<file path="src/axil_mon_pkg.sv">
//////////////////////////////////////////////////////////////////////
// Shared types and fixed limits for the AXI-lite bus monitor
// Only valid, ready and response codes are observed, no address or data
// Outstanding counters are CNT_W bits wide and wrap past all ones
// Stall limits are fixed here and apply to every channel of a group
//////////////////////////////////////////////////////////////////////
package axil_mon_pkg;

	//////////////////////////////////////////////////////////////////////
	// Widths and limits

	localparam int CNT_W = 4;
	localparam int STALL_W = 4;
	localparam int REQ_STALL_LIMIT = 12;
	localparam int RSP_STALL_LIMIT = 12;

	typedef logic [CNT_W-1:0] count_t;
	typedef logic [STALL_W-1:0] stall_t;
	typedef logic [1:0] resp_t;

	// Exclusive access code, never legal on AXI-lite
	localparam resp_t RESP_EXOKAY = 2'b01;

	// One below all ones, the last safe count before a request
	localparam count_t CNT_NEAR_FULL = {{(CNT_W-1){1'b1}}, 1'b0};

	// Stall count seen on the cycle that completes the limit
	localparam stall_t REQ_STALL_LAST = stall_t'(REQ_STALL_LIMIT - 1);
	localparam stall_t RSP_STALL_LAST = stall_t'(RSP_STALL_LIMIT - 1);

	//////////////////////////////////////////////////////////////////////
	// Bus and result structs

	typedef struct packed {
		logic awvalid;
		logic awready;
		logic wvalid;
		logic wready;
		logic bvalid;
		logic bready;
		resp_t bresp;
	} wr_bus_t;

	typedef struct packed {
		logic arvalid;
		logic arready;
		logic rvalid;
		logic rready;
		resp_t rresp;
	} rd_bus_t;

	// Single-cycle fault strobes, first field is the lowest code
	typedef struct packed {
		logic aw_stall;
		logic w_stall;
		logic b_stall;
		logic b_orphan;
		logic b_exokay;
		logic wr_overflow;
	} wr_fault_t;

	typedef struct packed {
		logic ar_stall;
		logic r_stall;
		logic r_orphan;
		logic r_exokay;
		logic rd_overflow;
	} rd_fault_t;

	// Write part sits in the upper bits
	typedef struct packed {
		wr_fault_t wr;
		rd_fault_t rd;
	} fault_vec_t;

	localparam int FAULT_N = $bits(fault_vec_t);

	typedef struct packed {
		count_t awr;
		count_t wr;
		count_t rd;
	} counts_t;

	// Codes follow the field order of fault_vec_t
	typedef enum logic [3:0] {
		FC_NONE = 4'd0,
		FC_AW_STALL = 4'd1,
		FC_W_STALL = 4'd2,
		FC_B_STALL = 4'd3,
		FC_B_ORPHAN = 4'd4,
		FC_B_EXOKAY = 4'd5,
		FC_WR_OVERFLOW = 4'd6,
		FC_AR_STALL = 4'd7,
		FC_R_STALL = 4'd8,
		FC_R_ORPHAN = 4'd9,
		FC_R_EXOKAY = 4'd10,
		FC_RD_OVERFLOW = 4'd11
	} fault_code_t;

	typedef enum logic {
		LOG_CLEAR = 1'b0,
		LOG_HELD = 1'b1
	} log_state_t;

	//////////////////////////////////////////////////////////////////////
	// Shared next-value helpers

	// Up on request, down on acknowledge, both leaves it alone
	function automatic count_t count_next(input count_t cnt, input logic inc,
		input logic dec);
		count_t nxt;
		nxt = cnt;
		if (inc && !dec)
			nxt = cnt + 1'b1;
		else if (dec && !inc)
			nxt = cnt - 1'b1;
		return nxt;
	endfunction

	// Counts stalled cycles and parks on the last value
	function automatic stall_t stall_next(input stall_t cnt, input logic stalled,
		input stall_t last);
		stall_t nxt;
		if (!stalled)
			nxt = '0;
		else if (cnt == last)
			nxt = cnt;
		else
			nxt = cnt + 1'b1;
		return nxt;
	endfunction

endpackage

</file>
<file path="src/axil_wr_monitor.sv">
//////////////////////////////////////////////////////////////////////
// Write side of the AXI-lite monitor, purely passive
// A B handshake retires one address and one data beat together
// AW and W stalls are not counted while bvalid is high
// Fault strobes are combinational and last only for the fault cycle
//////////////////////////////////////////////////////////////////////
`timescale 1ns/1ps

module axil_wr_monitor
(
	input  logic                    i_clk,
	input  logic                    i_axi_reset_n,
	input  axil_mon_pkg::wr_bus_t   i_wr_bus,
	output axil_mon_pkg::count_t    o_awr_count,
	output axil_mon_pkg::count_t    o_wr_count,
	output axil_mon_pkg::wr_fault_t o_wr_fault
);

	import axil_mon_pkg::*;

	//////////////////////////////////////////////////////////////////////
	// Handshake detection

	logic aw_req;
	logic w_req;
	logic b_ack;

	// Handshakes only count once reset is released
	assign aw_req = i_wr_bus.awvalid && i_wr_bus.awready && i_axi_reset_n;
	assign w_req = i_wr_bus.wvalid && i_wr_bus.wready && i_axi_reset_n;
	assign b_ack = i_wr_bus.bvalid && i_wr_bus.bready && i_axi_reset_n;

	//////////////////////////////////////////////////////////////////////
	// Stall conditions

	logic aw_stalled;
	logic w_stalled;
	logic b_stalled;

	// A pending response may hold off new requests
	assign aw_stalled = i_wr_bus.awvalid && !i_wr_bus.awready && !i_wr_bus.bvalid;
	assign w_stalled = i_wr_bus.wvalid && !i_wr_bus.wready && !i_wr_bus.bvalid;

	// Response side has no exception
	assign b_stalled = i_wr_bus.bvalid && !i_wr_bus.bready;

	stall_t aw_stall_cnt;
	stall_t w_stall_cnt;
	stall_t b_stall_cnt;

	//////////////////////////////////////////////////////////////////////
	// Outstanding and stall counters

	always_ff @(posedge i_clk)
	begin
		if (!i_axi_reset_n)
		begin
			o_awr_count <= '0;
			o_wr_count <= '0;
			aw_stall_cnt <= '0;
			w_stall_cnt <= '0;
			b_stall_cnt <= '0;
		end
		else
		begin
			// Write acknowledge retires both counts
			o_awr_count <= count_next(o_awr_count, aw_req, b_ack);
			o_wr_count <= count_next(o_wr_count, w_req, b_ack);

			aw_stall_cnt <= stall_next(aw_stall_cnt, aw_stalled, REQ_STALL_LAST);
			w_stall_cnt <= stall_next(w_stall_cnt, w_stalled, REQ_STALL_LAST);
			b_stall_cnt <= stall_next(b_stall_cnt, b_stalled, RSP_STALL_LAST);
		end
	end

	//////////////////////////////////////////////////////////////////////
	// Fault strobes

	logic awr_empty;
	logic wr_empty;
	logic awr_near_full;
	logic wr_near_full;

	assign awr_empty = (o_awr_count == '0);
	assign wr_empty = (o_wr_count == '0);
	assign awr_near_full = (o_awr_count == CNT_NEAR_FULL);
	assign wr_near_full = (o_wr_count == CNT_NEAR_FULL);

	always_comb
	begin
		// Limit reached on the 12th stalled cycle in a row
		o_wr_fault.aw_stall = aw_stalled && (aw_stall_cnt == REQ_STALL_LAST);
		o_wr_fault.w_stall = w_stalled && (w_stall_cnt == REQ_STALL_LAST);
		o_wr_fault.b_stall = b_stalled && (b_stall_cnt == RSP_STALL_LAST);

		// A response needs both an address and a data beat pending
		o_wr_fault.b_orphan = i_wr_bus.bvalid && (awr_empty || wr_empty);

		// Exclusive response on a bus without exclusive access
		o_wr_fault.b_exokay = i_wr_bus.bvalid && (i_wr_bus.bresp == RESP_EXOKAY);

		// Next request would push a count to all ones
		o_wr_fault.wr_overflow = (aw_req && awr_near_full) || (w_req && wr_near_full);
	end

endmodule

</file>
<file path="src/axil_rd_monitor.sv">
//////////////////////////////////////////////////////////////////////
// Read side of the AXI-lite monitor, purely passive
// AR stalls are not counted while rvalid is high
// An AR and an R handshake in one cycle leave the count unchanged
//////////////////////////////////////////////////////////////////////
`timescale 1ns/1ps

module axil_rd_monitor
(
	input  logic                    i_clk,
	input  logic                    i_axi_reset_n,
	input  axil_mon_pkg::rd_bus_t   i_rd_bus,
	output axil_mon_pkg::count_t    o_rd_count,
	output axil_mon_pkg::rd_fault_t o_rd_fault
);

	import axil_mon_pkg::*;

	//////////////////////////////////////////////////////////////////////
	// Handshakes and stall conditions

	logic ar_req;
	logic r_ack;

	assign ar_req = i_rd_bus.arvalid && i_rd_bus.arready && i_axi_reset_n;
	assign r_ack = i_rd_bus.rvalid && i_rd_bus.rready && i_axi_reset_n;

	logic ar_stalled;
	logic r_stalled;

	// Returning data can back up the address channel
	assign ar_stalled = i_rd_bus.arvalid && !i_rd_bus.arready && !i_rd_bus.rvalid;
	assign r_stalled = i_rd_bus.rvalid && !i_rd_bus.rready;

	stall_t ar_stall_cnt;
	stall_t r_stall_cnt;

	//////////////////////////////////////////////////////////////////////
	// Counters

	always_ff @(posedge i_clk)
	begin
		if (!i_axi_reset_n)
		begin
			o_rd_count <= '0;
			ar_stall_cnt <= '0;
			r_stall_cnt <= '0;
		end
		else
		begin
			o_rd_count <= count_next(o_rd_count, ar_req, r_ack);
			ar_stall_cnt <= stall_next(ar_stall_cnt, ar_stalled, REQ_STALL_LAST);
			r_stall_cnt <= stall_next(r_stall_cnt, r_stalled, RSP_STALL_LAST);
		end
	end

	//////////////////////////////////////////////////////////////////////
	// Fault strobes

	logic rd_empty;
	logic rd_near_full;

	assign rd_empty = (o_rd_count == '0);
	assign rd_near_full = (o_rd_count == CNT_NEAR_FULL);

	always_comb
	begin
		// Stall limits on request and response
		o_rd_fault.ar_stall = ar_stalled && (ar_stall_cnt == REQ_STALL_LAST);
		o_rd_fault.r_stall = r_stalled && (r_stall_cnt == RSP_STALL_LAST);

		// Read data with nothing requested
		o_rd_fault.r_orphan = i_rd_bus.rvalid && rd_empty;

		// Exclusive response is never legal here
		o_rd_fault.r_exokay = i_rd_bus.rvalid && (i_rd_bus.rresp == RESP_EXOKAY);

		// Request that would reach all ones
		o_rd_fault.rd_overflow = ar_req && rd_near_full;
	end

endmodule

</file>
<file path="src/axil_fault_log.sv">
//////////////////////////////////////////////////////////////////////
// Sticky fault flags and first-fault code for the bus monitor
// Flags and code clear only on reset
// Same-cycle faults resolve to the lowest code
//////////////////////////////////////////////////////////////////////
`timescale 1ns/1ps

module axil_fault_log
(
	input  logic                      i_clk,
	input  logic                      i_axi_reset_n,
	input  axil_mon_pkg::wr_fault_t   i_wr_fault,
	input  axil_mon_pkg::rd_fault_t   i_rd_fault,
	output axil_mon_pkg::fault_vec_t  o_fault_flags,
	output logic                      o_fault,
	output axil_mon_pkg::fault_code_t o_first_fault
);

	import axil_mon_pkg::*;

	// Highest set bit is the lowest code
	function automatic fault_code_t first_code(input fault_vec_t vec);
		fault_code_t code;
		code = FC_NONE;
		for (int i = 0; i < FAULT_N; i++)
			if (vec[i])
				code = fault_code_t'(FAULT_N - i);
		return code;
	endfunction

	fault_vec_t strobes;
	logic any_strobe;
	log_state_t state;

	assign strobes = '{wr: i_wr_fault, rd: i_rd_fault};
	assign any_strobe = |strobes;

	// Raised together with the first flag
	assign o_fault = |o_fault_flags;

	//////////////////////////////////////////////////////////////////////
	// Flags and first-fault FSM

	always_ff @(posedge i_clk)
	begin
		if (!i_axi_reset_n)
		begin
			o_fault_flags <= '0;
			o_first_fault <= FC_NONE;
			state <= LOG_CLEAR;
		end
		else
		begin
			o_fault_flags <= o_fault_flags | strobes;
			case (state)
				LOG_CLEAR:
				begin
					// Code is captured once, on leaving the clear state
					if (any_strobe)
					begin
						o_first_fault <= first_code(strobes);
						state <= LOG_HELD;
					end
				end
				default:
					state <= LOG_HELD;
			endcase
		end
	end

endmodule

</file>
<file path="src/axil_bus_monitor.sv">
//////////////////////////////////////////////////////////////////////
// Passive AXI-lite bus monitor, top level
// Observes handshake and response signals of all five channels
// Never drives the bus and adds no back-pressure
// Reset is synchronous and active low
//////////////////////////////////////////////////////////////////////
`timescale 1ns/1ps

module axil_bus_monitor
(
	input  logic                      i_clk,
	input  logic                      i_axi_reset_n,
	input  logic                      i_axi_awvalid,
	input  logic                      i_axi_awready,
	input  logic                      i_axi_wvalid,
	input  logic                      i_axi_wready,
	input  logic                      i_axi_bvalid,
	input  logic                      i_axi_bready,
	input  axil_mon_pkg::resp_t       i_axi_bresp,
	input  logic                      i_axi_arvalid,
	input  logic                      i_axi_arready,
	input  logic                      i_axi_rvalid,
	input  logic                      i_axi_rready,
	input  axil_mon_pkg::resp_t       i_axi_rresp,
	output axil_mon_pkg::counts_t     o_counts,
	output axil_mon_pkg::fault_vec_t  o_fault_flags,
	output logic                      o_fault,
	output axil_mon_pkg::fault_code_t o_first_fault
);

	import axil_mon_pkg::*;

	wr_bus_t wr_bus;
	rd_bus_t rd_bus;
	count_t awr_count;
	count_t wr_count;
	count_t rd_count;
	wr_fault_t wr_fault;
	rd_fault_t rd_fault;

	// Group raw bus inputs per direction
	assign wr_bus = '{awvalid: i_axi_awvalid, awready: i_axi_awready,
		wvalid: i_axi_wvalid, wready: i_axi_wready,
		bvalid: i_axi_bvalid, bready: i_axi_bready, bresp: i_axi_bresp};
	assign rd_bus = '{arvalid: i_axi_arvalid, arready: i_axi_arready,
		rvalid: i_axi_rvalid, rready: i_axi_rready, rresp: i_axi_rresp};

	axil_wr_monitor u_wr_monitor
	(
		.i_clk         (i_clk),
		.i_axi_reset_n (i_axi_reset_n),
		.i_wr_bus      (wr_bus),
		.o_awr_count   (awr_count),
		.o_wr_count    (wr_count),
		.o_wr_fault    (wr_fault)
	);

	axil_rd_monitor u_rd_monitor
	(
		.i_clk         (i_clk),
		.i_axi_reset_n (i_axi_reset_n),
		.i_rd_bus      (rd_bus),
		.o_rd_count    (rd_count),
		.o_rd_fault    (rd_fault)
	);

	axil_fault_log u_fault_log
	(
		.i_clk         (i_clk),
		.i_axi_reset_n (i_axi_reset_n),
		.i_wr_fault    (wr_fault),
		.i_rd_fault    (rd_fault),
		.o_fault_flags (o_fault_flags),
		.o_fault       (o_fault),
		.o_first_fault (o_first_fault)
	);

	// Outstanding counts from both monitors
	assign o_counts = '{awr: awr_count, wr: wr_count, rd: rd_count};

endmodule

</file>
<file path="config.mk">
export PLATFORM = sky130hd
export DESIGN_NAME = axil_bus_monitor
export DESIGN_NICKNAME = d
export VERILOG_FILES = /design/src/axil_mon_pkg.sv /design/src/axil_wr_monitor.sv /design/src/axil_rd_monitor.sv /design/src/axil_fault_log.sv /design/src/axil_bus_monitor.sv
export SDC_FILE = /design/constraint.sdc
export NUM_CORES = 1
export LEC_CHECK = 0
export BUFFER_PORTS_ARGS = -buffer_cell sky130_fd_sc_hd__buf_2
export CAP_MARGIN = 10
export CORE_ASPECT_RATIO = 2
export CORE_MARGIN = 2
export CORE_UTILIZATION = 44
export CTS_BUF_LIST = sky130_fd_sc_hd__clkbuf_16
export CTS_CLUSTER_DIAMETER = 150
export DETAILED_ROUTE_END_ITERATION = 7
export PLACE_DENSITY = 0.65
export SLEW_MARGIN = 25
export SYNTH_ARGS = -nofsm -noshare
export SYNTH_HDL_FRONTEND = slang
export SYNTH_SLANG_ARGS = --single-unit
</file>
<file path="constraint.sdc">
create_clock -name i_clk -period 3.75 [get_ports i_clk]
set_clock_uncertainty 0.2 [all_clocks]
set_input_delay 0.75 -clock i_clk [delete_from_list [all_inputs] [get_ports i_clk]]
set_output_delay 0.75 -clock i_clk [all_outputs]
set_load 0.01 [all_outputs]
</file>
==> results.json, run 1 <==
{
  "ant_nets": 0,
  "start_util_pct": 45.1,
  "vias": 2028,
  "die-area_um2": 6100,
  "num_antenna_cells": 0,
  "sw_frac_of_total_pct": 25.7,
  "gp_congestion": 0.793,
  "r2r_end": "u_fault_log.o_first_fault[1]",
  "holdPathStages": 2,
  "max_freq_mhz": 385,
  "synth_area_per_cell_um2": 9.03,
  "post-route-util_pct": 53.4,
  "yosys.area_share.simple_pct": 26.3,
  "numPortBuffers": 43,
  "min_to": "u_fault_log.o_first_fault[1]",
  "vdd_drop_max_mv": 0.448,
  "yosysSeqAreaShare_pct": 40.0,
  "critPathRequiredTime_ps": 3760,
  "ios": 44,
  "p_int_mw": 0.944,
  "max_stage_delay_ps": 300,
  "grt_setup_unrepaired": "false",
  "synth_compound_area_share_pct": 10.7,
  "core_um2": 5330,
  "crit_type": "in -> reg",
  "grt_pass1_wl_um": 9320,
  "grtUsageTotal_pct": 19.0,
  "synth_area_leaders": "dfxtp_1 40%, nor2_1 8.4%, ha_1 7.3%",
  "cts_buffers": 5,
  "fin_crit_sh_pct": 69.2,
  "worstPathCellList": "buf_2 > nand3_1 > inv_1 > ha_1 > inv_1 > ha_1 > a21o_1 > a21oi_1 > xnor2_1 > or3_1 > a21oi_1",
  "netlist_top_cells_count": "54 x nor2_1, 48 x dfxtp_1, 20 x a21oi_1, 14 x ha_1, 14 x nor3_1",
  "slowest_stage": "or3_1",
  "ys_warn_count": 0,
  "cts_tree": "yes",
  "grt_use_met1_pct": 21.8,
  "die_w_um": 56.2,
  "hp-start": "u_fault_log.o_first_fault[1]",
  "dr.first_iter.drc_count": 69,
  "cts_max_path_buffers": 2,
  "status": "finished clean",
  "htree_levels": 2,
  "crit_start": "i_axi_reset_n",
  "cp.arrival_ps": 2610,
  "syn_nets": 299,
  "rr_worst_depth": 7,
  "min_period_ps": 2600,
  "cts.clk_slew.worst_paths_ps": 60,
  "setup_viol_count_final": 0,
  "combPwrFrac_pct": 16.1,
  "cts.sinks": 48,
  "r2r_slack_ps": 1420,
  "slew-limit-headroom_pct": 53.0,
  "cpLargestDelayFamily": "compound AO/OA/AOI/OAI gates",
  "nets": 345,
  "ys_ff_latch": 48,
  "leakagePower_nw": 1.30,
  "worst_pin_slew_ps": 700,
  "synth-edff-count": 0,
  "synthesis.instances": 266,
  "rows": 38,
  "synthAdderAreaFrac_pct": 9.80,
  "synth_area_um2": 2400,
  "async_reset_ff_share_pct": 0,
  "maxSlewViolCount": 0,
  "grt_pass1_vias": 2029,
  "crit_path_end_kind": "flip-flop",
  "drt-total-wl_um": 5290,
  "synth_mux_area_share_pct": 3.34,
  "post_cts_resized": 0,
  "power.switching_mw": 0.326,
  "drv_cap": 0,
  "setup_tns_ps": 0,
  "synth_top_area_share_pct": 40.0,
  "firstDrtPassIters": 4,
  "p_seq_share_pct": 44.8,
  "p_per_area_nw_per_um2": 447,
  "synth_xor_area_share_pct": 6.93,
  "crit_fanout": 9,
  "synth_top_family_by_area": "simple AND/OR/NAND/NOR gates",
  "drive_above_1_share_pct": 19.2,
  "cp_num_buf_inv": 3,
  "gr-max-usage-layer": "met2",
  "p_clk_share_pct": 39.1,
  "area_delta_synth_final_pct": 18.3,
  "min_path_type": "reg -> reg",
  "synth_top_flop_cell": "dfxtp_1",
  "setup.worst_path.start_class": "input pin",
  "cts_root_buf": "clkbuf_16",
  "ys_types": 43,
  "post_drt_wl_per_cell_um": 14.2,
  "overflow": 0,
  "drcViolationCount": 0,
  "hold_violations": 0,
  "place_hpwl_um": 4160,
  "worstReg2RegStart": "u_wr_monitor.aw_stall_cnt[0]",
  "cts_hold_buf": 0,
  "use_met2_pct": 34.0,
  "vias_per_cell": 5.44,
  "cts_setup_buffers": 0,
  "grt_max_degree": 19,
  "yosysTopAreaCell": "dfxtp_1",
  "antenna_found_initial": 0,
  "met3_usage_pct": 4.31,
  "die_h_um": 108,
  "clock_latency_ps": 290,
  "yosys.cell_count.top_type": "nor2_1"
}
-- worst max-delay path by stage --
| stage | end | slack (ps) | cells past startpoint |
|---|---|---|---|
| floorplan | u_rd_monitor.o_rd_count[3] | 1060 | 11 |
| global placement | u_rd_monitor.o_rd_count[3] | 940 | 11 |
| detailed placement | u_rd_monitor.o_rd_count[3] | 860 | 11 |
| CTS | u_rd_monitor.o_rd_count[3] | 1160 | 11 |
| global route | u_wr_monitor.o_wr_count[3] | 1000 | 11 |
| finish | u_rd_monitor.o_rd_count[3] | 1150 | 11 |
-- sequential cells by signal, summed over array words and instances, names as in the netlist --
signal                     flops
u_rd_monitor.r_stall_cnt       4
u_wr_monitor.o_awr_count       4
u_wr_monitor.b_stall_cnt       4
u_fault_log.o_fault_flags     11
u_fault_log.o_first_fault      4
u_rd_monitor.o_rd_count        4
u_wr_monitor.w_stall_cnt       4
u_fault_log.state              1
u_wr_monitor.o_wr_count        4
u_rd_monitor.ar_stall_cnt      4
u_wr_monitor.aw_stall_cnt      4
-- area by class of cell --
cell class | count | area, um2
well taps | 60 | 75.1
flip-flops and latches | 48 | 961
repair buffers | 44 | 223
fillers | 506 | 2480
clock inverters | 3 | 38.8
inverters | 13 | 48.8
clock buffers | 5 | 125
multi-input cells | 200 | 1370
-- routing by layer --
layer	vias up	part of all wire, %
li1	1025	-
met1	939	42
met2	55	51
met3	9	5.2
met4	0	2.1
met5	-	0
-- placed cells by master (no fill, tap or decap), types with 3 or more instances in the layout --
| master | n |
|---|---|
| o21ai_0 | 5 |
| xnor2_1 | 11 |
| dfxtp_1 | 48 |
| a21o_1 | 3 |
| nor2_1 | 54 |
| clkbuf_16 | 5 |
| nor3_1 | 14 |
| or4b_1 | 3 |
| nand3_1 | 11 |
| buf_2 | 43 |
| xor2_1 | 8 |
| mux2i_1 | 8 |
| or3_1 | 5 |
| nand3b_1 | 5 |
| nor4_1 | 5 |
| inv_1 | 14 |
| ha_1 | 14 |
| fa_1 | 3 |
| a21oi_1 | 20 |
-- metrics by stage --
step | area [um2] | hold slack (ps) | setup slack [ps] | power, mW | cells
after floorplan | 2400 | 281 | 1060 | 0.717 | 266
after global placement | 2680 | 261 | 937 | 0.776 | 365
after detailed placement | 2680 | 269 | 858 | 0.784 | 365
after CTS | 2840 | 278 | 1160 | 1.28 | 373
after global routing | 2840 | 310 | 999 | 1.33 | 373
final | 2840 | 273 | 1150 | 1.27 | 373
-- power by group through the flow --
stage / combinational [mW] / clock [mW] / sequential (mW)
2_1_floorplan: 0.134 / 0 / 0.583
3_3_place_gp: 0.199 / 0 / 0.577
3_5_place_dp: 0.205 / 0 / 0.580
4_1_cts: 0.206 / 0.505 / 0.569
5_1_grt: 0.231 / 0.525 / 0.574
6_report: 0.204 / 0.496 / 0.569
-- logic make-up (layout without fill, tap and decap cells) --
group           count (synthesis)  in the layout
flops                          48             48
buf+inv                        18             65
fa+ha+maj                      17             17
compound gates                 40             40
xor+xnor                       19             19
simple gates                  116            116
mux                             8              8
-- worst reg2reg max path, stage by stage (launching register included) --
cell and delay, ps:
dfxtp_1 380, ha_1 190, nand3b_1 170, nor3_1 590
or3_1 270, o31ai_2 90, a211o_1 290, a21oi_2 110
Note: power is estimated with default switching activity, not from simulation.
==> inputs of run 2 (changes only) <==
--- a/config.mk
+++ b/config.mk
@@ -13,7 +13,7 @@
 export CTS_BUF_LIST = sky130_fd_sc_hd__clkbuf_16
 export CTS_CLUSTER_DIAMETER = 150
 export DETAILED_ROUTE_END_ITERATION = 7
-export PLACE_DENSITY = 0.65
+export PLACE_DENSITY = 0.68
 export SLEW_MARGIN = 25
 export SYNTH_ARGS = -nofsm -noshare
 export SYNTH_HDL_FRONTEND = slang
==> constraint.sdc (replaced) <==
create_clock -name i_clk -period 2.2 [get_ports i_clk]
set_clock_uncertainty 0.2 [all_clocks]
set_input_delay 0.44 -clock i_clk [delete_from_list [all_inputs] [get_ports i_clk]]
set_output_delay 0.44 -clock i_clk [all_outputs]
set_load 0.01 [all_outputs]
==> run 2 against run 1 <==
Routed wire length up 5.1%. Setup slack worse by 1100 ps. Critical path depth down 4. Core utilization up 6.0 points. Combinational power up 110%. Non-clock buffer count up 33. Total power up 68%. Sequential share of layout area down 3.4 points. First-iteration DRC count down 10%. Die area unchanged. Via count up 7.8%. Largest cell class unchanged.
==> results.json, run 2 (synthesis gave the netlist of run 1 again) <==
{
  "dp_slack_ps": -251,
  "slew-limit-headroom_pct": 66.5,
  "cts_setup_buffers": 0,
  "leakagePower_nw": 1.45,
  "critPathRequiredTime_ps": 2230,
  "cts_hold_buf": 0,
  "min_period_ps": 2100,
  "drv_cap": 0,
  "nets": 378,
  "cts.sinks": 48,
  "overflow": 0,
  "cts.clk_slew.worst_paths_ps": 60,
  "crit_fanout": 4,
  "htree_levels": 2,
  "die-area_um2": 6100,
  "cts_buffers": 5,
  "hold_ws_ps": 269,
  "place_hpwl_um": 4440,
  "grt_pass1_vias": 2235,
  "max_stage_delay_ps": 510,
  "p_int_mw": 1.55,
  "gp_congestion": 0.855,
  "layout_common_cells": "54 x nor2_1, 47 x dfxtp_1, 42 x buf_2",
  "firstDrtPassIters": 4,
  "hold_violations": 0,
  "status": "finished clean",
  "setup_viol_count_final": 0,
  "start_util_pct": 45.1,
  "crit_type": "reg -> reg",
  "layout_commonest_cell": "nor2_1",
  "post-route-util_pct": 59.4,
  "rows": 38,
  "maxSlewViolCount": 0,
  "drcViolationCount": 0,
  "cts_tree": "yes",
  "cp_num_buf_inv": 0,
  "post_cts_resized": 0,
  "power.switching_mw": 0.582,
  "area_delta_synth_final_pct": 31.7,
  "fin_ws_ps": 95.6,
  "top_register": "u_fault_log.o_fault_flags",
  "dp.cells": 398,
  "largest_reg_flops": 11,
  "min_path_type": "reg -> reg",
  "die_h_um": 108,
  "antenna_found_initial": 0,
  "die_w_um": 56.2,
  "sw_frac_of_total_pct": 27.3,
  "combPwrFrac_pct": 20.6,
  "max_freq_mhz": 475,
  "grtUsageTotal_pct": 20.1,
  "cts_root_buf": "clkbuf_16",
  "vdd_drop_max_mv": 0.558,
  "worst_pin_slew_ps": 501,
  "clock_latency_ps": 290,
  "p_clk_share_pct": 34.3,
  "ant_nets": 0,
  "worstPathCellList": "ha_4 > nand3b_4 > or4b_4 > o2111ai_2 > o31ai_2 > a211o_1 > a21oi_2",
  "vias_per_cell": 5.40,
  "p_seq_share_pct": 45.1,
  "p_per_area_nw_per_um2": 673,
  "ios": 44,
  "drt-total-wl_um": 5560,
  "numPortBuffers": 43,
  "grt_setup_unrepaired": "false",
  "fin_crit_sh_pct": 95.7,
  "cts_max_path_buffers": 2,
  "drive_above_1_share_pct": 32.2,
  "dr.first_iter.drc_count": 62,
  "cpLargestDelayFamily": "compound AO/OA/AOI/OAI gates",
  "num_antenna_cells": 0,
  "cp.arrival_ps": 2130,
  "grt_pass1_wl_um": 9850,
  "setup.worst_path.start_class": "flip-flop",
  "crit_path_end_kind": "flip-flop",
  "final_cells": 405,
  "slowest_stage": "or4b_4",
  "vias": 2187,
  "core_um2": 5330,
  "grt_max_degree": 17,
  "post_drt_wl_per_cell_um": 13.7
}
==> run 2: cell type report <==
type	count	area (um2)
repair buffers	77	473
clock buffers	5	125
clock inverters	2	12.5
fillers	504	2160
inverters	13	48.8
well taps	60	75.1
multi-input cells	200	1470
flip-flops and latches	48	962
==> run 2: stage by stage <==
stage	power (mW)	cell area (um2)	setup TNS (ps)
floorplan	1.24	2490	-22.4
global placement	1.39	3000	-510
detailed placement	1.41	3000	-856
CTS	2.15	3140	0
global route	2.23	3160	0
finish	2.13	3160	0
==> run 2: final timing paths <==
kind                                   to  depth (start not counted)                          from  slack (ps)
min reg2reg  u_fault_log.o_first_fault[1]                          2  u_fault_log.o_first_fault[1]         270
min          u_fault_log.o_first_fault[1]                          2  u_fault_log.o_first_fault[1]         270
max          u_fault_log.o_first_fault[1]                          7  u_rd_monitor.ar_stall_cnt[0]         100
max reg2reg  u_fault_log.o_first_fault[1]                          7  u_rd_monitor.ar_stall_cnt[0]         100
==> run 2: power by group through the flow <==
stage	sequential (mW)	combinational [mW]	clock [mW]
floorplan	0.994	0.249	0
global placement	0.975	0.418	0
detailed placement	0.978	0.433	0
CTS	0.959	0.437	0.750
global route	0.965	0.491	0.777
finish	0.959	0.438	0.730
==> run 2: worst min-delay path, cell delays in order, from the launching register on <==
cell,delay (ps)
dfxtp_1,310
nand2_1,70
a21oi_2,50
==> run 2: routing by layer <==
| layer | track usage, % | vias up | routed length [um] |
|---|---|---|---|
| met4 | 8.67 | 0 | 147 |
| met2 | 36.2 | 65 | 2850 |
| met5 | 0 | - | 0 |
| li1 | - | 1091 | - |
| met1 | 22.8 | 1018 | 2300 |
| met3 | 3.47 | 13 | 257 |
